===== src/soc_bus_config.svh =====
`ifndef SOC_BUS_CONFIG_SVH
`define SOC_BUS_CONFIG_SVH

// bus widths
`define SOC_ADDR_W 32
`define SOC_DATA_W 32

// upper address half that selects each slave
`define DMEM_BASE_HI 16'h0010
`define UART_BASE_HI 16'h0100

// data memory is 256 words, 0x400 bytes
`define DMEM_WORDS 256

// uart register offsets within its region
`define UART_TXDATA_OFS 16'h0000
`define UART_STATUS_OFS 16'h0004
`define UART_DIV_OFS    16'h0008

// transmit FIFO depth, power of two
`define UART_FIFO_DEPTH 8

// bit period in clocks after reset
`define UART_DIV_RESET 16

`endif


===== src/soc_bus_pkg.sv =====
`include "soc_bus_config.svh"

package soc_bus_pkg;

  typedef logic [`SOC_ADDR_W-1:0]   wb_addr_t;
  typedef logic [`SOC_DATA_W-1:0]   wb_data_t;
  typedef logic [`SOC_DATA_W/8-1:0] wb_sel_t;
  typedef logic [7:0]               uart_byte_t;

  // master to slave, one classic cycle
  typedef struct packed {
    logic     cyc;
    logic     stb;
    wb_addr_t adr;
    logic     we;
    wb_data_t dat;
    wb_sel_t  sel;
  } wb_req_t;

  // slave to master, ack and err are never high together
  typedef struct packed {
    wb_data_t dat;
    logic     ack;
    logic     err;
  } wb_rsp_t;

  typedef enum logic [1:0] {
    TX_IDLE,
    TX_START,
    TX_DATA,
    TX_STOP
  } tx_state_t;

endpackage


===== src/uart_tx_fifo.sv =====
`include "soc_bus_config.svh"

module uart_tx_fifo #(
  parameter int depth = `UART_FIFO_DEPTH
) (
  input  logic                    clk,
  input  logic                    rst_n,
  input  logic                    push,
  input  soc_bus_pkg::uart_byte_t push_byte,
  input  logic                    pop,
  output soc_bus_pkg::uart_byte_t head_byte,
  output logic                    full,
  output logic                    empty
);

  localparam int ptr_w = $clog2(depth);
  localparam int cnt_w = $clog2(depth + 1);

  soc_bus_pkg::uart_byte_t mem [depth];
  logic [ptr_w-1:0]        wr_ptr;
  logic [ptr_w-1:0]        rd_ptr;
  logic [cnt_w-1:0]        count;
  logic [cnt_w-1:0]        count_next;
  logic                    do_push;
  logic                    do_pop;

  assign do_push = push && !full;
  assign do_pop  = pop && !empty;

  always_comb begin
    case ({do_push, do_pop})
      2'b10:   count_next = count + 1'b1;
      2'b01:   count_next = count - 1'b1;
      default: count_next = count;
    endcase
  end

  // pointers wrap on their own since depth is a power of two
  always_ff @(posedge clk or negedge rst_n) begin
    if (!rst_n) begin
      wr_ptr <= '0;
      rd_ptr <= '0;
      count  <= '0;
      full   <= 1'b0;
      empty  <= 1'b1;
    end else begin
      if (do_push) begin
        wr_ptr <= wr_ptr + 1'b1;
      end
      if (do_pop) begin
        rd_ptr <= rd_ptr + 1'b1;
      end
      count <= count_next;
      full  <= (count_next == cnt_w'(depth));
      empty <= (count_next == '0);
    end
  end

  always_ff @(posedge clk) begin
    if (do_push) begin
      mem[wr_ptr] <= push_byte;
    end
  end

  // head is visible without a read cycle
  assign head_byte = mem[rd_ptr];

endmodule


===== config.mk =====
export PLATFORM = sky130hd
export DESIGN_NAME = uart_tx_fifo
export DESIGN_NICKNAME = d
export VERILOG_FILES = /design/src/soc_bus_pkg.sv /design/src/uart_tx_fifo.sv
export VERILOG_INCLUDE_DIRS = /design/src
export SDC_FILE = /design/constraint.sdc
export NUM_CORES = 1
export LEC_CHECK = 0
export ABC_AREA = 1
export BUFFER_PORTS_ARGS = -buffer_cell sky130_fd_sc_hd__buf_2
export CORE_MARGIN = 5
export CORE_UTILIZATION = 59
export CTS_CLUSTER_SIZE = 28
export DETAILED_ROUTE_END_ITERATION = 6
export HOLD_SLACK_MARGIN = 0.12
export PLACE_DENSITY = 0.78
export SLEW_MARGIN = 20
export SYNTH_ARGS = -nofsm -noshare
export SYNTH_HDL_FRONTEND = slang
export SYNTH_SLANG_ARGS = --single-unit

===== constraint.sdc =====
create_clock -name clk -period 2.4 [get_ports clk]
set_input_delay 0.48 -clock clk [delete_from_list [all_inputs] [get_ports clk]]
set_output_delay 0.48 -clock clk [all_outputs]
set_load 0.1 [all_outputs]

# Word level (Yosys, flattened, before mapping)
# Memories as Yosys holds them, arrays and structs flattened.
# Cells that the tools add are included.
# word_totals
reg_bits,12
ram_bits,64
out_inout_bits,10
elab_cells,21
memories,1
# op_classes
add_sub_neg,4
n_eq_ne,3
n_mux,3
reduce_logical,5
# mem_list
memory,depth,word_bits,rd,rd_clocked_by_memory_dff,write_ports,line_no,text
mem,8,8,1,0,1,uart_tx_fifo.sv:19,soc_bus_pkg::uart_byte_t mem [depth];
# op_table
operator,n
$pmux 4 s2,1
$add 3x1->3 const B,2
$add 4x1->4 const B,1
$eq 4x4->1 const B,1
$logic_not 4->1,1
$sub 4x1->4 const B,1
$eq 2x1->1 const B,1
$eq 2x2->1 const B,1
$logic_and 1x1->1,2
$logic_not 1->1,2
$mux 1,2

# Longest topological paths before layout
# depth
ltp_word,5
ltp_mapped,14
depth_no_buf,14

# Worst setup path before layout
# Ideal clock, no wire load.
# synth_timing
kind,register -> output
startpoint,reg rd_ptr[0]
endpoint,out head_byte[1]
t_arrival_ps,2521
required_ps,1920
slack_ps,-601
path_stages_with_launch,6
cell_sequence,dfrtp_1 -> buf_4 -> inv_2 -> buf_2 -> o21ai_0 -> a31oi_1
# synth_between
elab_chain_cells,1
# synth_lines
element,line_no,text
from (decl),uart_tx_fifo.sv:21,logic [ptr_w-1:0] rd_ptr;
from (signal assigned),uart_tx_fifo.sv:51,rd_ptr <= rd_ptr + 1'b1;
$mem_v2 8x8,n/a,
to (decl),uart_tx_fifo.sv:11,"output soc_bus_pkg::uart_byte_t head_byte,"
# Every way passes these cells.

# Final worst setup path
# Ends and elaborated chain as after synthesis.

==> flow_metrics.py <==
metrics = {
    "outcome": {
        "run_status": "completed",
    },
    "yosys": {
        "synth_top_cell_area_share": 0.602,
        "synth.top_cells.by_count": "64 x sky130_fd_sc_hd__edfxtp_1, 53 x sky130_fd_sc_hd__nor2_1, 49 x sky130_fd_sc_hd__nand2_1, 24 x sky130_fd_sc_hd__o21ai_0, 12 x sky130_fd_sc_hd__o21ai_1",
        "netlist_instances": 276,
        "avg_synthesized_cell_area_um2": 11.6,
        "ys_seq_elements": 76,
        "number_of_distinct_library_cells_after_synthesis": 24,
        "synth_largest_area_cell": "sky130_fd_sc_hd__edfxtp_1",
        "syn-cell-area_um2": 3190,
        "syn_nets": 293,
        "ys_top_cells_by_area": "sky130_fd_sc_hd__edfxtp_1 60%, sky130_fd_sc_hd__dfrtp_1 8.6%, sky130_fd_sc_hd__nor2_1 6.2%",
        "synth-main-ff-cell": "sky130_fd_sc_hd__edfxtp_1",
        "synth-seq-area-share": 0.696,
        "ys_async_sr_fraction": 0.158,
        "yosysMostFrequentCell": "sky130_fd_sc_hd__edfxtp_1",
        "synth.yosys.warnings": 0,
        "synth_enable_flop_cells": 64,
    },
    "timing": {
        "finalCritPeriodShare": 0.957,
        "worst_case_clock_skew_ps": 4.52,
        "report.final.hold_viol_count": 0,
        "max_clock_freq_mhz": 436,
        "grt_setup_unrepaired": "yes",
        "drv_slew": 0,
        "minimum_period_implied_by_the_final_worst_setup_slack_ps": 2300,
        "max-slew-margin-rel": 0.678,
        "final_critical_path_setup_slack_ps": 104,
        "final_count_of_negative_setup_slack_endpoints": 0,
        "slew_at_the_pin_with_the_worst_max_slew_slack_ps": 479,
    },
    "floorplan": {
        "die_h_um": 83.6,
        "placement_rows": 26,
        "num_io_pins": 22,
        "dieArea_um2": 6980,
        "core-area_um2": 5170,
        "start_util": 0.617,
        "fp.dieW_um": 83.6,
    },
    "critical_path": {
        "critPathKind": "reg2out",
        "path_max_fanout": 32,
        "required_time_at_the_endpoint_of_the_critical_path_ps": 1920,
        "critPathArrivalTime_ps": 1820,
        "setup.worst_path.end_class": "primary output",
        "worst_setup_path_start_kind": "flip-flop",
    },
    "final_layout": {
        "fill_cells": 356,
        "drive_above_1_share": 0.216,
        "num_antenna_cells": 0,
        "fin_nets": 331,
        "post-route-util": 0.744,
        "summed_area_of_non_filler_cells_in_the_final_layout_um2": 3850,
        "layout.cells.non_filler": 389,
        "seq_area_um2": 2220,
        "areaGrowthSynthToFinish_pct": 20.5,
        "multiInputGateArea_um2": 897,
    },
    "place": {
        "number_of_buffer_cells_added_on_primary_ports": 21,
        "gp_congestion": 0.781,
        "place_area_um2": 3590,
        "place.detailed.hpwl_um": 4580,
        "dpl.cell_count": 372,
        "dp_worst_setup_slack_ps": 192,
    },
    "global_route": {
        "first_global_vias": 2120,
        "global_route_wire_length_before_repair_um": 11000,
        "globalRoute.totalOverflow": 0,
        "grt_util_all_layers": 0.206,
        "pin_count_of_the_biggest_net_entering_global_routing": 33,
        "initial_antenna_violation_count": 0,
    },
    "clocking": {
        "worst_setup_hold_path_clk_slew_ps": 80,
        "clockRootBuffer": "sky130_fd_sc_hd__clkbuf_8",
        "clockBufferDepth": 2,
        "tritoncts.num_buffers": 9,
        "clock_latency_ps": 340,
        "tritoncts": "yes",
        "cts_setup_buffers": 0,
        "cts-htree-levels": 3,
        "numClockSinks": 76,
    },
    "drt": {
        "routed_wirelength_um": 6820,
        "dr_total_vias": 2148,
        "count_of_tritonroute_iterations_in_the_first_routing_pass": 4,
        "wl_per_instance_um": 17.5,
        "routed_via_density": 5.52,
        "drtAntennaViolNets": 0,
        "number_of_remaining_drc_errors": 0,
        "drt-initial-drc-count": 221,
    },
    "flow_run": {
        "max_cap_violations": 0,
    },
    "min_path": {
        "holdCritPathClass": "in2reg",
    },
}
==> timing repair <==
| item | in CTS | in global routing |
|---|---|---|
| setup endpoints to repair | 4 | 1 |
| hold buffers | 1 | 0 |
| resized for setup | 2 | 1 |
| gates cloned | 0 | 0 |
| endpoints found under the hold margin | 11 | 0 |
==> per-stage QoR <==
stage,hold WS [ps],setup TNS [ps]
floorplan,184,0
global placement,371,0
detailed placement,371,0
CTS,405,0
global route,411,-19.3
finish,415,0
==> worst paths after layout <==
| check | start | end | slack, ps | cells past startpoint |
|---|---|---|---|---|
| worst min register to register | wr_ptr[0] | wr_ptr[0] | 560 | 2 |
| min in group asynchronous | rst_n | count[3] | 540 | 2 |
| worst max register to register | full | empty | 340 | 11 |
| worst min-delay path | push_byte[2] | mem[2][2] | 420 | 1 |
| worst max-delay path | rd_ptr[0] | head_byte[1] | 100 | 6 |
| max in group asynchronous | rst_n | empty | 1570 | 2 |
==> cell type report <==
class                      count  area share
clock inverter                 6      0.0293
clock buffer                  10      0.0332
timing repair buffer          36      0.0894
sequential                    76       0.578
inverter                      14      0.0143
multi-input combinational    177       0.233
tap                           70      0.0228
==> layout by cell type, fill, tap and decap left out, types with 2 or more instances in the layout <==
cell and instances:
sky130_fd_sc_hd__clkinvlp_4 3, sky130_fd_sc_hd__a21oi_1 9, sky130_fd_sc_hd__edfxtp_1 64, sky130_fd_sc_hd__nor2_4 2, sky130_fd_sc_hd__a31oi_2 8, sky130_fd_sc_hd__o21ai_0 24, sky130_fd_sc_hd__dfrtp_1 10, sky130_fd_sc_hd__xnor2_1 2
sky130_fd_sc_hd__buf_2 13, sky130_fd_sc_hd__bufinv_16 3, sky130_fd_sc_hd__nand3_1 6, sky130_fd_sc_hd__o21ai_1 12, sky130_fd_sc_hd__nand2_1 49, sky130_fd_sc_hd__inv_2 3, sky130_fd_sc_hd__nor2_1 53, sky130_fd_sc_hd__ha_1 5
sky130_fd_sc_hd__or2_2 2, sky130_fd_sc_hd__buf_12 8, sky130_fd_sc_hd__buf_4 13, sky130_fd_sc_hd__inv_1 9, sky130_fd_sc_hd__xor2_1 3, sky130_fd_sc_hd__clkbuf_8 9
==> metal layers <==
layer	wire [um]	global-route usage	vias to the layer above
li1	-	-	1027
met2	3620	0.351	63
met1	2740	0.254	1044
met5	0	0	-
met4	117	0.0906	0
met3	338	0.0395	14
==> cells by family after synthesis <==
| family | share of synthesized area |
|---|---|
| AND/OR/NAND/NOR | 0.143 |
| flip-flops | 0.696 |
| AO/OA/AOI/OAI | 0.0886 |
| buffers and inverters | 0.0384 |
| XOR/XNOR | 0.0137 |
| adder cells (fa/ha/maj) | 0.0196 |
==> registers in the layout, indices dropped and copies added (netlist names) <==
name	cells
full	1
count	4
mem	64
empty	1
rd_ptr	3
wr_ptr	3
==> critical path, stage by stage (launching register included) <==
cell and delay, ps:
sky130_fd_sc_hd__dfrtp_1 430, sky130_fd_sc_hd__inv_4 270, sky130_fd_sc_hd__nor2_1 90, sky130_fd_sc_hd__o21ai_1 150
sky130_fd_sc_hd__a21oi_1 60, sky130_fd_sc_hd__a31oi_2 250, sky130_fd_sc_hd__buf_12 210
Power is left out: the tool's default activity adds up to more than one toggle a clock period on the data nets, which glitch-free logic cannot reach.
