--- config.mk ---
export PLATFORM = sky130hd
export DESIGN_NAME = uart_tx
export DESIGN_NICKNAME = d
export VERILOG_FILES = /design/src/soc_bus_pkg.sv /design/src/uart_tx.sv
export VERILOG_INCLUDE_DIRS = /design/src
export SDC_FILE = /design/constraint.sdc
export NUM_CORES = 1
export LEC_CHECK = 0
export BUFFER_PORTS_ARGS = -buffer_cell sky130_fd_sc_hd__clkbuf_2
export CAP_MARGIN = 0
export CELL_PAD_IN_SITES_DETAIL_PLACEMENT = 1
export CELL_PAD_IN_SITES_GLOBAL_PLACEMENT = 1
export CORE_UTILIZATION = 35
export CTS_CLUSTER_DIAMETER = 60
export DETAILED_ROUTE_END_ITERATION = 6
export GPL_TIMING_DRIVEN = 0
export PLACE_DENSITY = 0.66
export SLEW_MARGIN = 20
export SYNTH_ARGS = -nofsm -noshare
export SYNTH_HDL_FRONTEND = slang
export SYNTH_SLANG_ARGS = --single-unit
--- constraint.sdc ---
create_clock -name clk -period 6.2 [get_ports clk]
set_input_delay 1.24 -clock clk [delete_from_list [all_inputs] [get_ports clk]]
set_output_delay 1.24 -clock clk [all_outputs]
set_load 0.01 [all_outputs]
--- src/soc_bus_config.svh ---
`ifndef SOC_BUS_CONFIG_SVH
`define SOC_BUS_CONFIG_SVH

// bus widths
`define SOC_ADDR_W 32
`define SOC_DATA_W 32

// upper address half that selects each slave
`define DMEM_BASE_HI 16'h0010
`define UART_BASE_HI 16'h0100

// data memory is 256 words, 0x400 bytes
`define DMEM_WORDS 256

// uart register offsets within its region
`define UART_TXDATA_OFS 16'h0000
`define UART_STATUS_OFS 16'h0004
`define UART_DIV_OFS    16'h0008

// transmit FIFO depth, power of two
`define UART_FIFO_DEPTH 8

// bit period in clocks after reset
`define UART_DIV_RESET 16

`endif

--- src/soc_bus_pkg.sv ---
`include "soc_bus_config.svh"

package soc_bus_pkg;

  typedef logic [`SOC_ADDR_W-1:0]   wb_addr_t;
  typedef logic [`SOC_DATA_W-1:0]   wb_data_t;
  typedef logic [`SOC_DATA_W/8-1:0] wb_sel_t;
  typedef logic [7:0]               uart_byte_t;

  // master to slave, one classic cycle
  typedef struct packed {
    logic     cyc;
    logic     stb;
    wb_addr_t adr;
    logic     we;
    wb_data_t dat;
    wb_sel_t  sel;
  } wb_req_t;

  // slave to master, ack and err are never high together
  typedef struct packed {
    wb_data_t dat;
    logic     ack;
    logic     err;
  } wb_rsp_t;

  typedef enum logic [1:0] {
    TX_IDLE,
    TX_START,
    TX_DATA,
    TX_STOP
  } tx_state_t;

endpackage

--- src/uart_tx.sv ---
module uart_tx (
  input  logic                    clk,
  input  logic                    rst_n,
  input  soc_bus_pkg::wb_data_t   divisor,
  input  logic                    fifo_empty,
  input  soc_bus_pkg::uart_byte_t head_byte,
  output logic                    pop,
  output logic                    busy,
  output logic                    txd
);

  soc_bus_pkg::tx_state_t  state;
  soc_bus_pkg::wb_data_t   bit_cnt;
  soc_bus_pkg::wb_data_t   period_m1;
  soc_bus_pkg::uart_byte_t shreg;
  logic [2:0]              bit_idx;
  logic                    bit_done;

  // a divisor of zero behaves like one
  assign period_m1 = (divisor == '0) ? '0 : divisor - 1'b1;
  assign bit_done  = (bit_cnt == '0);

  assign pop  = (state == soc_bus_pkg::TX_IDLE) && !fifo_empty;
  assign busy = (state != soc_bus_pkg::TX_IDLE);

  always_ff @(posedge clk or negedge rst_n) begin
    if (!rst_n) begin
      state   <= soc_bus_pkg::TX_IDLE;
      bit_cnt <= '0;
      bit_idx <= '0;
      txd     <= 1'b1;
    end else begin
      if (state != soc_bus_pkg::TX_IDLE && !bit_done) begin
        bit_cnt <= bit_cnt - 1'b1;
      end
      case (state)
        soc_bus_pkg::TX_IDLE: begin
          // head byte is taken on the pop edge, start bit begins here
          if (pop) begin
            state   <= soc_bus_pkg::TX_START;
            bit_cnt <= period_m1;
            txd     <= 1'b0;
          end
        end
        soc_bus_pkg::TX_START: begin
          if (bit_done) begin
            state   <= soc_bus_pkg::TX_DATA;
            bit_cnt <= period_m1;
            bit_idx <= '0;
            txd     <= shreg[0];
          end
        end
        soc_bus_pkg::TX_DATA: begin
          if (bit_done) begin
            bit_cnt <= period_m1;
            if (bit_idx == 3'd7) begin
              state <= soc_bus_pkg::TX_STOP;
              txd   <= 1'b1;
            end else begin
              bit_idx <= bit_idx + 1'b1;
              txd     <= shreg[0];
            end
          end
        end
        default: begin
          if (bit_done) begin
            state <= soc_bus_pkg::TX_IDLE;
          end
        end
      endcase
    end
  end

  // lsb first, next bit always sits in shreg[0]
  always_ff @(posedge clk) begin
    if (pop) begin
      shreg <= head_byte;
    end else if (bit_done && (state == soc_bus_pkg::TX_START || state == soc_bus_pkg::TX_DATA)) begin
      shreg <= shreg >> 1;
    end
  end

endmodule

==> Word level (Yosys, flattened, before mapping) <==
Index checks and enable logic that the tools add are counted.
{ "classes": {"addsub": 3, "n_eq_ne": 8, "muxes": 22, "n_reduce_logical": 18} }
{ "op_table": {"columns": ["operator", "count"], "rows": [
  ["$mux 32", 4],
  ["$logic_not 32->1", 2],
  ["$pmux 32 s2", 1],
  ["$sub 32x1->32 const B", 2],
  ["$mux 8", 2],
  ["$mux 2", 5],
  ["$ne 2x2->1 const B", 5],
  ["$mux 3", 3],
  ["$reduce_and 4->1", 2],
  ["$reduce_bool 2->1", 4],
  ["$pmux 2 s3", 1],
  ["$pmux 3 s2", 1],
  ["$reduce_and 5->1", 1],
  ["$mux 1", 4],
  ["$add 3x1->3 const B", 1],
  ["$eq 3x3->1 const B", 1],
  ["$logic_and 1x1->1", 3],
  ["$pmux 1 s3", 1],
  ["$reduce_bool 3->1", 1],
  ["$eq 2x1->1 const B", 1],
  ["$eq 2x2->1 const B", 1],
  ["$logic_not 1->1", 2],
  ["$logic_not 2->1", 1],
  ["$reduce_or 2->1", 1],
  ["$logic_or 1x1->1", 1]
]} }
{ "totals": {"reg_bits": 46, "input_bits": 43} }

==> Longest topological paths before layout <==
{ "depth": {"word_depth": 6, "depth_mapped": 10} }

==> Least setup slack after synthesis <==
OpenSTA, ideal clock, no wires.
{ "synth_path": {"kind": "input port to flip-flop", "from": "in divisor[4]", "to": "reg bit_cnt[22]", "setup_time_ns": 0.128, "t_arrival_ns": 3.068, "required_time_ns": 6.072, "slack_ns": 3.004, "cell_stages": 6, "path_cell_list": "nor4_1 nand4_1 or2_2 o311ai_1 buf_2 o22ai_1"} }
{ "synth_between": {"elab_chain_len": 4, "word_cells_on_any_way": 6, "classes_between": "add/sub: 1; mux: 4; reduce/logical: 1"} }
{ "synth_rtl": {"columns": ["element", "line_no", "text"], "rows": [
  ["start, declared", "uart_tx.sv:4", "input soc_bus_pkg::wb_data_t divisor,"],
  ["$sub 32x1->32 or $logic_not 32->1 (tied branches)", "uart_tx.sv:20", "assign period_m1 = (divisor == '0) ? '0 : divisor - 1'b1;"],
  ["$mux 32 (*)", "uart_tx.sv:20", null],
  ["$mux 32, on equally long branches", "uart_tx.sv:46, uart_tx.sv:54, uart_tx.sv:39", null],
  ["$pmux 32 s2 (*)", "uart_tx.sv:36", "case (state)"],
  ["end signal, assigned", "uart_tx.sv:41", "bit_cnt <= period_m1;"],
  ["end signal, assigned", "uart_tx.sv:48", "bit_cnt <= period_m1;"],
  ["end signal, assigned", "uart_tx.sv:55", "bit_cnt <= period_m1;"],
  ["end, declared", "uart_tx.sv:13", "soc_bus_pkg::wb_data_t bit_cnt;"]
]} }
Mark *: on every way between the ends. The rest lies on a longest branch, timed or not.
A chain may end at the register's enable or synchronous reset.

==> Worst setup path after layout <==
{ "layout_path": {"from": "in divisor[4]", "to": "reg bit_cnt[15]"} }
Same word-level chain as after synthesis.

==> summary by stage <==
STA
The fraction of the cycle the final worst path needs is 57.84%. The aggregate negative setup slack is 0 ns. For the pin with the worst max-slew slack, the measured transition is approximately 0.91 ns. Setup violations remaining at the end of the flow were counted as 0. Setup repair after global routing left no endpoint under its margin. The maximum clock skew at final layout is 0.005553 ns.

The relative slew slack is 38.51%. Based on the critical path, the design can be clocked at up to 0.2788 GHz. For the finished layout, the period the worst path requires is approximately 3.6 ns.

The final-report hold violation count is 0. The max-slew violation count was 0.

Clock network
The number of hold buffers added after CTS was 0. After clock tree synthesis, the clock-pin slew on the worst setup and hold paths is around 0.09 ns. The number of buffers between clock root and the deepest sink is 2. In this run the number of H-tree levels came out at 2. The number of sinks handled by clock tree synthesis is 46. After clock tree synthesis, the setup repair step added 0 buffers.

The cell at the root of the clock tree is sky130_fd_sc_hd__clkbuf_8. The TritonCTS buffer count is 5. The TritonCTS clock tree is built. Once the clock tree was built, the resizer swapped 0 gates to a different size. The later pin in the worst-skew pair is clocked with a latency of about 0.30 ns.

Floorplanning
The starting density of the core is ~36%. The count of standard-cell rows is 34. The standard cell core area is between 0.008 and 0.009 mm². The height of the chip is between 90 and 100 µm. The die outline area is around 0.0093 mm². The I/O pin total is 46.

The die outline width is 96.56 µm.

Drt
For this block, the initial DRC count from the detailed router was just under 80. The detailed-route via count is approximately 2.7k. The aggregate routed wire length is slightly below 9000 µm. For this run, design rule violations remaining after detail routing come to 0.

Dividing the detail-routed wire length by the instance count gives about 17 µm. In the routed layout, each cell is associated on average with a via count of 5.463. Before antenna repair, the detailed router went through 4 iterations. The remaining number of nets flagged by the antenna check after routing is 0.

Setup path
The setup path with the least slack is of type in2reg. The worst setup path is captured at a register. The required time reported for the critical path endpoint is roughly 6.4 ns.

Walking the worst path, the cells encountered are clkbuf_2 -> nor4_1 -> nand4_1 -> or2_2 -> o311ai_1 -> buf_2 -> o22ai_1. The biggest fanout along the worst timing path is 10. Data on the critical path arrives at its endpoint at about 3.8 ns. The cell type of the slowest stage on the worst timing path is sky130_fd_sc_hd__nor4_1. The critical path launch point type is a primary input. The biggest cell delay along the critical path is about 0.80 ns.

Place
The number of cells after detailed placement is between 400 and 500. In this run the tool buffered the top-level ports with 45 buffer cells. Routability-driven placement finished with a final weighted congestion of slightly below 0.8.

The final HPWL from detailed placement is a little under 7000 µm.

Power
The maximum vdd ir drop is around 0.18 mV. The total power per unit cell area is just over 400 mW/mm². The overall power is ~1400 µW. The reported leakage power is roughly 0.0014 µW.

Synthesis
The register area share after synthesis is a little under two fifths. A synthesized cell averages 9.204 µm². Synthesis produced a netlist whose cell count is 340.

Summed over all instances, the cell type with the most area after synthesis is sky130_fd_sc_hd__dfrtp_1. For this run, asynchronously set or reset flops after synthesis account for 82.61%. In this run, synthesis inferred 8 flip-flops with an integrated enable. The number of nets handed over by synthesis was approximately 390.

The combined area of all synthesized cells is 0.003129 mm². The area fraction of the dominant cell type after synthesis is about 30%. The prevailing post-synth register cell is sky130_fd_sc_hd__dfrtp_1. The register bit count reported by yosys is 46. The number of library cell types mapped by synthesis is 44. Yosys attributes the largest share of cell area to sky130_fd_sc_hd__dfrtp_1 30%, sky130_fd_sc_hd__xnor2_1 9.5%, sky130_fd_sc_hd__edfxtp_1 7.7%. Yosys printed 0 warnings.

Global routing
The global-route wire length before repair is 14310 µm. In the global route stage, overall resource usage came out at between 20% and 30%. The number of global-route vias before repair was approximately 2.8k. Entering global routing, the biggest net connects 39 pins. The overall overflow remaining after global route is 0. The number of antenna violations at the first check in global routing was 0.

Finish
The final standard cell count with taps included and fillers excluded is 501. The post-route netlist has between 10% and 20% of its cells at a drive strength greater than 1. The number of nets at the end of the flow is 445.

The fill cell instance count of the final layout is around 1.1k. The library cells used most frequently in the layout, excluding fill and tap cells, are 44 x sky130_fd_sc_hd__clkbuf_2, 37 x sky130_fd_sc_hd__dfrtp_1, 34 x sky130_fd_sc_hd__xnor2_1. The leading cell type in the layout, fill and taps excluded is sky130_fd_sc_hd__clkbuf_2. The growth of design area from synthesis to finish is 14.07%. The antenna diode count is 0.

Flow run
The tool flagged a number of max-cap violations equal to 0.

Worst hold path
In this run the worst hold path is classified as reg2reg.

Outcome
The flow ran to the end, and the final reports show no timing, DRC or antenna violations.
## registers in the layout, summed over array words and instances (netlist names)
name and flops:
bit_cnt 32, shreg 8, bit_idx 3, state 2, txd 1
## Yosys cell counts, types with 2 or more instances
cell and instances:
sky130_fd_sc_hd__dfrtp_1 37, sky130_fd_sc_hd__xnor2_1 34, sky130_fd_sc_hd__nand2_1 33, sky130_fd_sc_hd__nor2_1 32
sky130_fd_sc_hd__o22ai_1 30, sky130_fd_sc_hd__xor2_1 22, sky130_fd_sc_hd__nor3_1 19, sky130_fd_sc_hd__nor4_1 13
sky130_fd_sc_hd__ha_1 10, sky130_fd_sc_hd__or3_1 10, sky130_fd_sc_hd__inv_1 9, sky130_fd_sc_hd__edfxtp_1 8
sky130_fd_sc_hd__mux2_2 8, sky130_fd_sc_hd__nand3_1 7, sky130_fd_sc_hd__o21ai_0 7, sky130_fd_sc_hd__nand4_1 6
sky130_fd_sc_hd__a21o_1 5, sky130_fd_sc_hd__a21oi_1 5, sky130_fd_sc_hd__buf_2 5, sky130_fd_sc_hd__a22o_1 3
sky130_fd_sc_hd__nor2b_1 3, sky130_fd_sc_hd__or4_1 3, sky130_fd_sc_hd__and2_1 2, sky130_fd_sc_hd__buf_4 2
sky130_fd_sc_hd__clkbuf_1 2, sky130_fd_sc_hd__nand2b_1 2, sky130_fd_sc_hd__nand3b_1 2, sky130_fd_sc_hd__nand4b_1 2
sky130_fd_sc_hd__nor3b_1 2, sky130_fd_sc_hd__o41ai_1 2, sky130_fd_sc_hd__or2_2 2
## worst max-delay path: cells and delay by family
family                 cells  cell delay [ns]
AND/OR/NAND/NOR            3             1.33
buffers and inverters      2             0.52
AO/OA/AOI/OAI              2             0.67
## layer usage
layer / vias to the layer above / wire length [µm] / track usage, %
li1: 1335 / - / -
met4: 0 / 113 / 5.392
met2: 52 / 4202 / 34.51
met3: 11 / 302 / 2.973
met1: 1339 / 4052 / 27.63
met5: - / 0 / 0
## cell families (layout without fill, tap and decap cells)
logic type               count (synthesis)  count (layout)  share of synthesized area, %
XOR/XNOR                                56              56                         15.67
adder cells (fa/ha/maj)                 10              10                         3.998
multiplexers                             8               8                         2.879
AND/OR/NAND/NOR                        144             144                         24.27
buffers and inverters                   19              72                         2.719
flip-flops                              46              46                         38.10
AO/OA/AOI/OAI                           57              57                         12.36
## power breakdown
| group | internal, µW | total [µW] | switching [µW] |
|---|---|---|---|
| clock network | 75.7 | 184 | 109 |
| registers | 423 | 512 | 88.8 |
| logic | 293 | 739 | 446 |
| total | 792 | 1440 | 644 |
## path summary, 6_finish.rpt
| check | end | start | slack [ns] | cells after the start |
|---|---|---|---|---|
| hold / removal | bit_idx[2]$_DFFE_PN0P_ | bit_idx[2]$_DFFE_PN0P_ | 0.55 | 1 |
| hold reg to reg | bit_idx[2]$_DFFE_PN0P_ | bit_idx[2]$_DFFE_PN0P_ | 0.55 | 1 |
| setup / recovery | bit_cnt[15]$_DFF_PN0_ | divisor[4] | 2.61 | 7 |
| setup reg to reg | bit_cnt[15]$_DFF_PN0_ | bit_cnt[10]$_DFF_PN0_ | 2.88 | 7 |
| min in group asynchronous | state[0]$_DFFE_PN0P_ | rst_n | 1.06 | 1 |
| max in group asynchronous | bit_cnt[29]$_DFF_PN0_ | rst_n | 4.58 | 1 |
## area by class of cell
type                    count  area, µm²  area share [%]
well taps                 108      135.1           3.786
flip-flops and latches     46       1192           33.40
repair buffers             45      225.2           6.309
clock buffers               5      68.82           1.928
clock inverters             3      11.26          0.3155
plain buffers              10      51.30           1.437
multi-input cells         275       1852           51.88
inverters                   9      33.78          0.9464
## metrics by stage
stage	hold slack (ns)	utilization [%]	cell area (µm²)	worst slack, ns
floorplan	0.5003	-	3129	3.004
global placement	0.5287	40.21	3490	2.376
detailed placement	0.5295	40.21	3490	2.320
CTS	0.5541	41.13	3570	2.630
global route	0.5820	41.13	3570	2.373
finish	0.5479	41.13	3570	2.614
Power figures use the tool's default switching activity.
