===== src/soc_bus_config.svh =====
`ifndef SOC_BUS_CONFIG_SVH
`define SOC_BUS_CONFIG_SVH

// bus widths
`define SOC_ADDR_W 32
`define SOC_DATA_W 32

// upper address half that selects each slave
`define DMEM_BASE_HI 16'h0010
`define UART_BASE_HI 16'h0100

// data memory is 256 words, 0x400 bytes
`define DMEM_WORDS 256

// uart register offsets within its region
`define UART_TXDATA_OFS 16'h0000
`define UART_STATUS_OFS 16'h0004
`define UART_DIV_OFS    16'h0008

// transmit FIFO depth, power of two
`define UART_FIFO_DEPTH 8

// bit period in clocks after reset
`define UART_DIV_RESET 16

`endif


===== src/soc_bus_pkg.sv =====
`include "soc_bus_config.svh"

package soc_bus_pkg;

  typedef logic [`SOC_ADDR_W-1:0]   wb_addr_t;
  typedef logic [`SOC_DATA_W-1:0]   wb_data_t;
  typedef logic [`SOC_DATA_W/8-1:0] wb_sel_t;
  typedef logic [7:0]               uart_byte_t;

  // master to slave, one classic cycle
  typedef struct packed {
    logic     cyc;
    logic     stb;
    wb_addr_t adr;
    logic     we;
    wb_data_t dat;
    wb_sel_t  sel;
  } wb_req_t;

  // slave to master, ack and err are never high together
  typedef struct packed {
    wb_data_t dat;
    logic     ack;
    logic     err;
  } wb_rsp_t;

  typedef enum logic [1:0] {
    TX_IDLE,
    TX_START,
    TX_DATA,
    TX_STOP
  } tx_state_t;

endpackage


===== src/wb_interconnect.sv =====
`include "soc_bus_config.svh"

module wb_interconnect (
  input  logic                 clk,
  input  logic                 rst_n,
  input  soc_bus_pkg::wb_req_t m_req,
  output soc_bus_pkg::wb_rsp_t m_rsp,
  output soc_bus_pkg::wb_req_t dmem_req,
  input  soc_bus_pkg::wb_rsp_t dmem_rsp,
  output soc_bus_pkg::wb_req_t uart_req,
  input  soc_bus_pkg::wb_rsp_t uart_rsp
);

  logic dmem_hit;
  logic uart_hit;
  logic unmapped_cyc;
  logic unmapped_err;

  // upper half picks the peripheral, lower half is the offset inside it
  assign dmem_hit = (m_req.adr[31:16] == `DMEM_BASE_HI);
  assign uart_hit = (m_req.adr[31:16] == `UART_BASE_HI);

  // nobody decodes this address, so the fabric answers itself
  assign unmapped_cyc = m_req.cyc && m_req.stb && !dmem_hit && !uart_hit;

  // one err pulse per strobe, held strobe is not answered twice
  always_ff @(posedge clk or negedge rst_n) begin
    if (!rst_n) begin
      unmapped_err <= 1'b0;
    end else begin
      unmapped_err <= unmapped_cyc && !unmapped_err;
    end
  end

  // shared fields go to both slaves, cyc and stb only to the hit
  always_comb begin
    dmem_req     = m_req;
    dmem_req.cyc = m_req.cyc && dmem_hit;
    dmem_req.stb = m_req.stb && dmem_hit;

    uart_req     = m_req;
    uart_req.cyc = m_req.cyc && uart_hit;
    uart_req.stb = m_req.stb && uart_hit;
  end

  // response mux, zero data when no slave is selected
  always_comb begin
    m_rsp = '0;
    if (dmem_hit) begin
      m_rsp = dmem_rsp;
    end else if (uart_hit) begin
      m_rsp = uart_rsp;
    end else begin
      m_rsp.err = unmapped_err;
    end
  end

endmodule


===== config.mk =====
export PLATFORM = sky130hd
export DESIGN_NAME = wb_interconnect
export DESIGN_NICKNAME = d
export VERILOG_FILES = /design/src/soc_bus_pkg.sv /design/src/wb_interconnect.sv
export VERILOG_INCLUDE_DIRS = /design/src
export SDC_FILE = /design/constraint.sdc
export NUM_CORES = 1
export LEC_CHECK = 0
export BUFFER_PORTS_ARGS = -buffer_cell sky130_fd_sc_hd__clkbuf_2
export CAP_MARGIN = 20
export CORE_AREA = 2 2 124 126
export CTS_BUF_LIST = sky130_fd_sc_hd__clkbuf_8
export DETAILED_ROUTE_END_ITERATION = 10
export DIE_AREA = 0 0 126 128
export GPL_TIMING_DRIVEN = 1
export PLACE_DENSITY = 0.48
export SLEW_MARGIN = 15
export SYNTH_ARGS = -nofsm -noshare
export SYNTH_HDL_FRONTEND = slang
export SYNTH_SLANG_ARGS = --single-unit

===== constraint.sdc =====
create_clock -name clk -period 2.3 [get_ports clk]
set_input_delay 0 -clock clk [delete_from_list [all_inputs] [get_ports clk]]
set_output_delay 0 -clock clk [all_outputs]
set_load 0.02 [all_outputs]

* After elaboration in Yosys (flattened, before gate mapping)
Cells that the tools add are included.
** Word-level totals
- Register bits :: 1
- Input port bits :: 141
- Output and inout bits :: 176
- Word-level logic and storage cells :: 17
** Cells by class
- Equal/unequal tests :: 2
- Mux-type cells :: 3
- Reductions and logical operators :: 11
** Operators with widths (count)
- 34-bit two-way mux :: 1
- 33-bit two-way mux :: 1
- 16-bit by 5-bit equality test with 1-bit output (second input constant) :: 1
- 16-bit by 9-bit equality test with 1-bit output (second input constant) :: 1
- 1-bit logical AND :: 8
- 1-bit logical NOT :: 3
- 1-bit two-way mux :: 1

* Depth between registers and ports, before layout
Gate-level depths: netlist of run 1.
- Depth in word-level cells :: 5
- Gate-level depth with buffers :: 5

* Least setup slack after synthesis of run 1
No wires, ideal clock.
- Path type :: input port to output port
- Start point :: in m_req[62] (netlist bit)
- End point :: out m_rsp[10] (netlist bit)
- Arrival :: 1.169 ns
- Required time :: 2.300 ns
- Slack :: 1.131 ns
- Stages on the path :: 5
- Cell sequence :: nor4_2 nand4_2 nor2_4 buf_6 a22o_1
** RTL lines
- start: declaration :: RTL line wb_interconnect.sv:6 : input soc_bus_pkg::wb_req_t m_req,
- end: declaration :: RTL line wb_interconnect.sv:7 : output soc_bus_pkg::wb_rsp_t m_rsp,

==> run_results.csv, run 1 <==
group,metric,value,unit
timing,hold_viol_final,0,
worst_setup_path,crit_type,"in2out",
worst_setup_path,cp.arrival,1750,ps
layout,drive_above_1_share,76.7,%
worst_setup_path,cp_max_fo,36,
timing,slew_violations,0,
layout,fillers,1758,
logic_synthesis,synth-edff-count,0,
global_routing,grt_remaining_overflow,0,
layout,register_area,25.0,um2
cts,ctsResizeCount,0,
timing,period_share,76.2,%
placement,place_area,1510,um2
worst_setup_path,required,2300,ps
logic_synthesis,synth_cells,199,
die,io-pin-count,317,
worst_setup_path,path_delay_family,"simple AND/OR/NAND/NOR gates",
placement,post-place-cells,402,
logic_synthesis,ys_ff_latch,1,
job,drv_cap,0,
worst_setup_path,slowest_stage,"nor4_2",
logic_synthesis,yosys.area.top_type,"buf_4",
worst_setup_path,endpoint_kind,"output pin",
logic_synthesis,async_reset_ff_share,100,%
cts,postCtsSetupBuffers,0,
timing,finalSetupViolCount,0,
logic_synthesis,synth_flop_cell,"dfrtp_1",
logic_synthesis,synth_area_leaders,"buf_4, a22o_1, buf_6",
layout,layout.cells.non_filler,403,
layout,multi_input_area,439,um2
pwr,irDropWorstVdd,0.0503,mV
worst_setup_path,path_buf_inv,3,
hold_path,min_path_type,"in2out",
drt,totalWireLength,4700,um
drt,drtIter0Drc,24,
cts,clock_latency,0,ps
worst_setup_path,cpPeakStageDelay,420,ps
logic_synthesis,syn_nets,340,
timing,grt_setup_unrepaired,"no",
die,coreArea,14900,um2
pwr,leakage,0.866,nW
layout,final_cell_mix,"clkbuf_2, a22o_1, and2_1, nor4_2",
global_routing,grt_max_degree,37,
global_routing,first_global_vias,1187,
logic_synthesis,synth_area,1580,um2
worst_setup_path,crit_top_cell,"clkbuf_2",
worst_setup_path,path_cells,"clkbuf_2 > nor4_2 > nand4_2 > nor2_4 > buf_4 > a22o_1 > clkbuf_2",
drt,ant_nets,0,
die,dieHeight,128,um
placement,place_congestion,0.820,
layout,area_delta_synth_final,-3.65,%
placement,dp_hpwl,4070,um
layout,antenna_cells,0,
worst_setup_path,rrSetupSlack,1550,ps
layout,finalInstanceArea,1520,um2
timing,relSlewSlack,73.2,%
logic_synthesis,yosysWarnings,0,
drt,viasPerCell,3.11,
layout,final_nets,358,
layout,reg.largest.list,"unmapped_err (1)",
layout,largest_reg_flops,1,
drt,wl_per_cell,11.7,um
worst_setup_path,cp-start-kind,"input port",
global_routing,grt_pass1_wl,6580,um
logic_synthesis,synth.avg_cell_area,7.92,um2
pwr,power.density,125,nW/um2
drt,vias,1254,
logic_synthesis,ys_types,17,
timing,max_slew.worst_pin.slew,398,ps
drt,drc,0,
logic_synthesis,yosys.area.top_type_share,65.8,%
layout,fin_util,10.2,%
timing,min_period,1750,ps
die,dieArea,16100,um2
die,rows,45,
pwr,total_power,0.189,mW
timing,fmax,571,MHz
die,die_x,126,um
logic_synthesis,seq_area_frac_synth,1.59,%
drt,dr.pass1.iters,4,
layout,regMostFlops,"unmapped_err",
global_routing,grt_use_total,5.00,%
timing,finalSetupTns,0,ps
layout,layout_commonest_cell,"clkbuf_2",
global_routing,antenna_found_initial,0,
placement,io_buffers,157,
timing,fin_skew,0,ps
die,start_util,10.6,%
run_status,status,"completed",
-- cell usage after synthesis (2+ instances only) --
cell type,count
buf_4,138
a22o_1,33
buf_6,6
and2_1,4
nor4_2,3
inv_1,2
nand2b_1,2
nor2_4,2
-- layer usage --
layer	up-vias	wire length, um	share of wire, %	global-route usage [%]
met2	112	2250	48	8.98
li1	568	-	-	-
met1	533	1580	34	5.08
met5	-	0	0	0
met4	0	225	4.8	2.71
met3	41	643	14	1.75
-- worst paths after layout --
path / cells after the start / to / from
max: 7 / m_rsp[29] / m_req[68]
min: 0 / uart_req[9] / m_req[9]
max reg2reg: 1 / unmapped_err / unmapped_err
min reg2reg: 1 / unmapped_err / unmapped_err
max in group asynchronous: 2 / unmapped_err / rst_n
min in group asynchronous: 2 / unmapped_err / rst_n
-- per-stage QoR --
step	worst slack (ps)	hold WS, ps
floorplan	1130	-296
global placement	512	-222
detailed placement	461	-224
CTS	461	0.200
global route	404	0.0471
finish	548	0.00971
-- layout make-up --
| cell class | instances | area share (%) |
|---|---|---|
| Timing Repair Buffer | 160 | 53.4 |
| Sequential cell | 1 | 1.65 |
| Inverter | 2 | 0.495 |
| Tap cell | 188 | 15.5 |
| Multi-Input combinational cell | 52 | 28.9 |
-- cells by family (layout without fill, tap and decap cells) --
family                 after synthesis  after routing  synth area share, %
buffers and inverters              146            162                 70.5
AO/OA/AOI/OAI                       35             35                 19.4
AND/OR/NAND/NOR                     17             17                 8.50
flip-flops                           1              1                 1.59
-- report_power, final --
group	switching (mW)	leakage, nW	internal [mW]
Clock	0	0	0
Sequential	0.00104	0.0131	0.0189
Combinational	0.0912	0.853	0.0780
-- what timing repair did --
action                                  CTS  global route
endpoints found under the hold margin     1             0
hold buffers                              1             0
endpoints found under the setup margin    0             0
Note: power is estimated with default switching activity, not from simulation.
==> run 2, diff against run 1 <==
CORE_AREA = 2 2 125 127   (was 2 2 124 126)
DIE_AREA = 0 0 127 129   (was 0 0 126 128)
clock period = 1.8 ns   (was 2.3 ns; I/O delays follow)
==> run_results.csv, run 2 (same netlist as run 1, synthesis figures left out) <==
group,metric,value,unit
global_routing,first_global_vias,1112,
drt,wl_per_cell,10.8,um
drt,drtIter0Drc,30,
drt,vias,1198,
timing,fmax,698,MHz
drt,dr.pass1.iters,4,
worst_setup_path,path_cells,"clkbuf_2 > nor4_2 > nand4_2 > nor2_4 > buf_12 > a22o_1 > clkbuf_2",
timing,max_slew.worst_pin.slew,264,ps
cts,clock_latency,0,ps
worst_setup_path,cp_max_fo,36,
placement,io_buffers,157,
layout,regMostFlops,"unmapped_err",
layout,reg.largest.list,"unmapped_err (1)",
worst_setup_path,cpPeakStageDelay,320,ps
worst_setup_path,required,1800,ps
worst_setup_path,slowest_stage,"nor4_2",
worst_setup_path,crit_top_cell,"clkbuf_2",
layout,register_area,25.0,um2
timing,finalSetupTns,0,ps
timing,period_share,79.6,%
die,dieArea,16400,um2
pwr,leakage,0.872,nW
drt,viasPerCell,2.97,
layout,final_cell_mix,"clkbuf_2, a22o_1, and2_1, nor4_2",
drt,ant_nets,0,
die,coreArea,15000,um2
layout,multi_input_area,439,um2
layout,drive_above_1_share,76.7,%
timing,fin_skew,0,ps
global_routing,grt_max_degree,37,
pwr,power.density,157,nW/um2
global_routing,grt_use_total,4.49,%
job,drv_cap,0,
worst_setup_path,rrSetupSlack,1010,ps
timing,worst_slack,367,ps
worst_setup_path,path_delay_family,"simple AND/OR/NAND/NOR gates",
worst_setup_path,endpoint_kind,"output pin",
worst_setup_path,path_buf_inv,3,
placement,dp_hpwl,3790,um
global_routing,grt_pass1_wl,5980,um
layout,final_nets,358,
placement,place_congestion,0.679,
timing,grt_setup_unrepaired,"no",
worst_setup_path,cp-start-kind,"input port",
die,dieHeight,129,um
layout,fillers,1781,
worst_setup_path,crit_type,"in2out",
layout,layout_commonest_cell,"clkbuf_2",
global_routing,grt_remaining_overflow,0,
worst_setup_path,cp.arrival,1430,ps
layout,area_delta_synth_final,-2.07,%
die,io-pin-count,317,
die,die_x,127,um
cts,ctsResizeCount,0,
die,start_util,10.5,%
layout,antenna_cells,0,
pwr,irDropWorstVdd,0.0857,mV
drt,drc,0,
layout,largest_reg_flops,1,
global_routing,antenna_found_initial,0,
run_status,status,"completed",
die,rows,45,
placement,pre_cts_ws,322,ps
timing,slew_violations,0,
timing,finalSetupViolCount,0,
timing,hold_viol_final,0,
timing,relSlewSlack,82.3,%
hold_path,min_path_type,"in2out",
timing,min_period,1430,ps
drt,totalWireLength,4360,um
-- run 2: cell counts in the layout (fill, tap and decap cells not counted) --
No cell type changed its count.
-- run 2: path summary, 6_finish.rpt --
kind | from | end | depth (start not counted)
setup / recovery | m_req[60] | m_rsp[20] | 7
hold / removal | m_req[18] | uart_req[18] | 0
setup reg to reg | unmapped_err | unmapped_err | 1
hold reg to reg | unmapped_err | unmapped_err | 1
max in group asynchronous | rst_n | unmapped_err | 2
min in group asynchronous | rst_n | unmapped_err | 2
-- run 2: power breakdown --
| part | switching (mW) | internal, mW | total [mW] |
|---|---|---|---|
| logic | 0.117 | 0.0998 | 0.216 |
| registers | 0.00151 | 0.0241 | 0.0256 |
| clock network | 0 | 0 | 0 |
-- run 2: per-layer routing --
layer | part of all wire (%) | up-vias | track usage [%] | wire, um
met2 | 48 | 100 | 7.12 | 2090
met5 | 0 | - | 0 | 0
met1 | 38 | 501 | 5.76 | 1660
li1 | - | 569 | - | -
met4 | 4.2 | 0 | 2.33 | 184
met3 | 9.8 | 28 | 0.956 | 427
-- run 2: per-stage QoR --
step	hold slack [ps]	power, mW	area [um2]	std cells	utilization, %
final	0.00975	0.242	1540	403	10.3
after global routing	0.0449	0.258	1540	403	10.3
after CTS	0.200	0.245	1540	403	10.3
after detailed placement	-222	0.242	1530	402	10.2
after global placement	-221	0.244	1530	402	10.2
after floorplan	-296	0.488	1580	199	-
-- run 2: repair_timing --
action	CTS	global route
hold endpoints to repair	1	0
setup buffers	0	0
hold buffers	1	0
-- run 2: layout make-up --
class | instances | share of cell area (%)
Tap cell | 188 | 15.2
Multi-Input combinational cell | 52 | 28.5
Timing Repair Buffer | 160 | 54.2
Sequential cell | 1 | 1.62
Inverter | 2 | 0.487
==> run 3, diff against run 2 <==
CORE_AREA = 2 2 121 123   (was 2 2 125 127)
DIE_AREA = 0 0 123 125   (was 0 0 127 129)
PLACE_DENSITY = 0.51   (was 0.48)
clock period = 1.23 ns   (was 1.8 ns; I/O delays follow)
==> run_results.csv, run 3 (same netlist as run 1, synthesis figures left out) <==
group,metric,value,unit
global_routing,grt_util_met1,5.15,%
layout,final_nets,370,
timing,period_share,116,%
drt,totalWireLength,4710,um
drt,wl_per_cell,11.5,um
timing,worst_slack,-196,ps
worst_setup_path,endpoint_kind,"output pin",
drt,dr.pass1.iters,3,
timing,relSlewSlack,76.0,%
global_routing,first_global_vias,1241,
layout,final_cell_mix,"clkbuf_2, clkbuf_8, a22o_1, buf_4, nor4_4",
global_routing,grt_max_degree,37,
drt,vias,1284,
timing,min_period,1430,ps
global_routing,grt_pass1_wl,6460,um
die,start_util,11.1,%
global_routing,grt_remaining_overflow,0,
timing,hold_viol_final,0,
global_routing,antenna_found_initial,0,
die,io-pin-count,317,
placement,place_congestion,0.723,
pwr,irDropWorstVdd,0.0685,mV
layout,regMostFlops,"unmapped_err",
die,dieArea,15400,um2
placement,io_buffers,157,
global_routing,grt_use_total,5.21,%
run_status,status,"finished, violations left",
die,die_x,123,um
placement,dp_hpwl,3810,um
timing,finalSetupViolCount,39,
layout,layout_commonest_cell,"clkbuf_2",
timing,fin_skew,0,ps
hold_path,min_path_type,"in2out",
timing,grt_setup_unrepaired,"yes",
global_routing,met3_usage,1.46,%
worst_setup_path,cp.arrival,1430,ps
pwr,leakage,1.02,nW
layout,finalInstanceArea,2000,um2
layout,area_delta_synth_final,26.9,%
pwr,power.density,194,nW/um2
drt,ant_nets,0,
global_routing,top_usage_layer,"met2",
job,drv_cap,0,
layout,largest_reg_flops,1,
timing,fmax,701,MHz
drt,drc,0,
placement,place_area,1620,um2
cts,postCtsSetupBuffers,0,
timing,slew_violations,0,
layout,reg.largest.list,"unmapped_err (1)",
pwr,total_power,0.389,mW
worst_setup_path,cp_max_fo,36,
worst_setup_path,cp-start-kind,"input port",
run_status,violations,"negative setup slack",
worst_setup_path,crit_type,"in2out",
drt,viasPerCell,3.12,
layout,antenna_cells,0,
die,rows,44,
drt,drtIter0Drc,33,
die,dieHeight,125,um
die,coreArea,14200,um2
layout,drive_above_1_share,79.3,%
worst_setup_path,required,1230,ps
global_routing,grt_util_met2,9.72,%
cts,clock_latency,0,ps
timing,max_slew.worst_pin.slew,358,ps
## run 3: metrics by stage
step	hold slack, ps	setup TNS, ps	cells	setup slack (ps)	util (%)
2_1_floorplan	-296	0	199	60.9	-
3_3_place_gp	-222	-14730	410	-403	11.4
3_5_place_dp	-224	-14840	410	-409	11.4
4_1_cts	0.200	-7480	411	-220	13.9
5_1_grt	0.0429	-9710	411	-287	14.1
6_report	0.0113	-6430	411	-196	14.1
## run 3: layout make-up
type,instances,area [um2]
Fill cell,1628,12200
Inverter,2,7.51
Multi-Input combinational cell,52,484
Sequential cell,1,25.0
Tap cell,184,230
Timing Repair Buffer,172,1250
## run 3: timing repair
item | CTS | global route
hold buffers | 1 | 0
setup endpoints to repair | 39 | 39
gates resized for setup | 77 | 7
gates cloned | 0 | 0
pin swaps | 2 | 0
hold endpoints to repair | 1 | 0
## run 3: worst paths after layout
check / start / endpoint / slack, ps / depth (start not counted)
setup / recovery: m_req[66] / m_rsp[24] / -200 / 7
hold / removal: m_req[38] / dmem_req[38] / 0.01 / 0
setup reg to reg: unmapped_err / unmapped_err / 480 / 1
hold reg to reg: unmapped_err / unmapped_err / 480 / 1
max in group asynchronous: rst_n / unmapped_err / 810 / 2
min in group asynchronous: rst_n / unmapped_err / 330 / 2
## run 3: critical path: stages
cell and delay [ps]:
clkbuf_2 110, nor4_4 400, nand4_4 180, nor2_4 160, buf_12 190, a22o_1 200
clkbuf_8 150
## run 3: where the power goes
group          internal [mW]  switching (mW)  leakage (nW)  total (mW)
Sequential            0.0353         0.00176        0.0131      0.0371
Combinational          0.171           0.181          1.01       0.352
Clock                      0               0             0           0
Total                  0.206           0.183          1.02       0.389
## run 3: metal layers
layer | vias up | wire [um]
met5 | - | 0
met4 | 0 | 196
met3 | 27 | 545
met2 | 103 | 2370
met1 | 563 | 1590
li1 | 591 | -
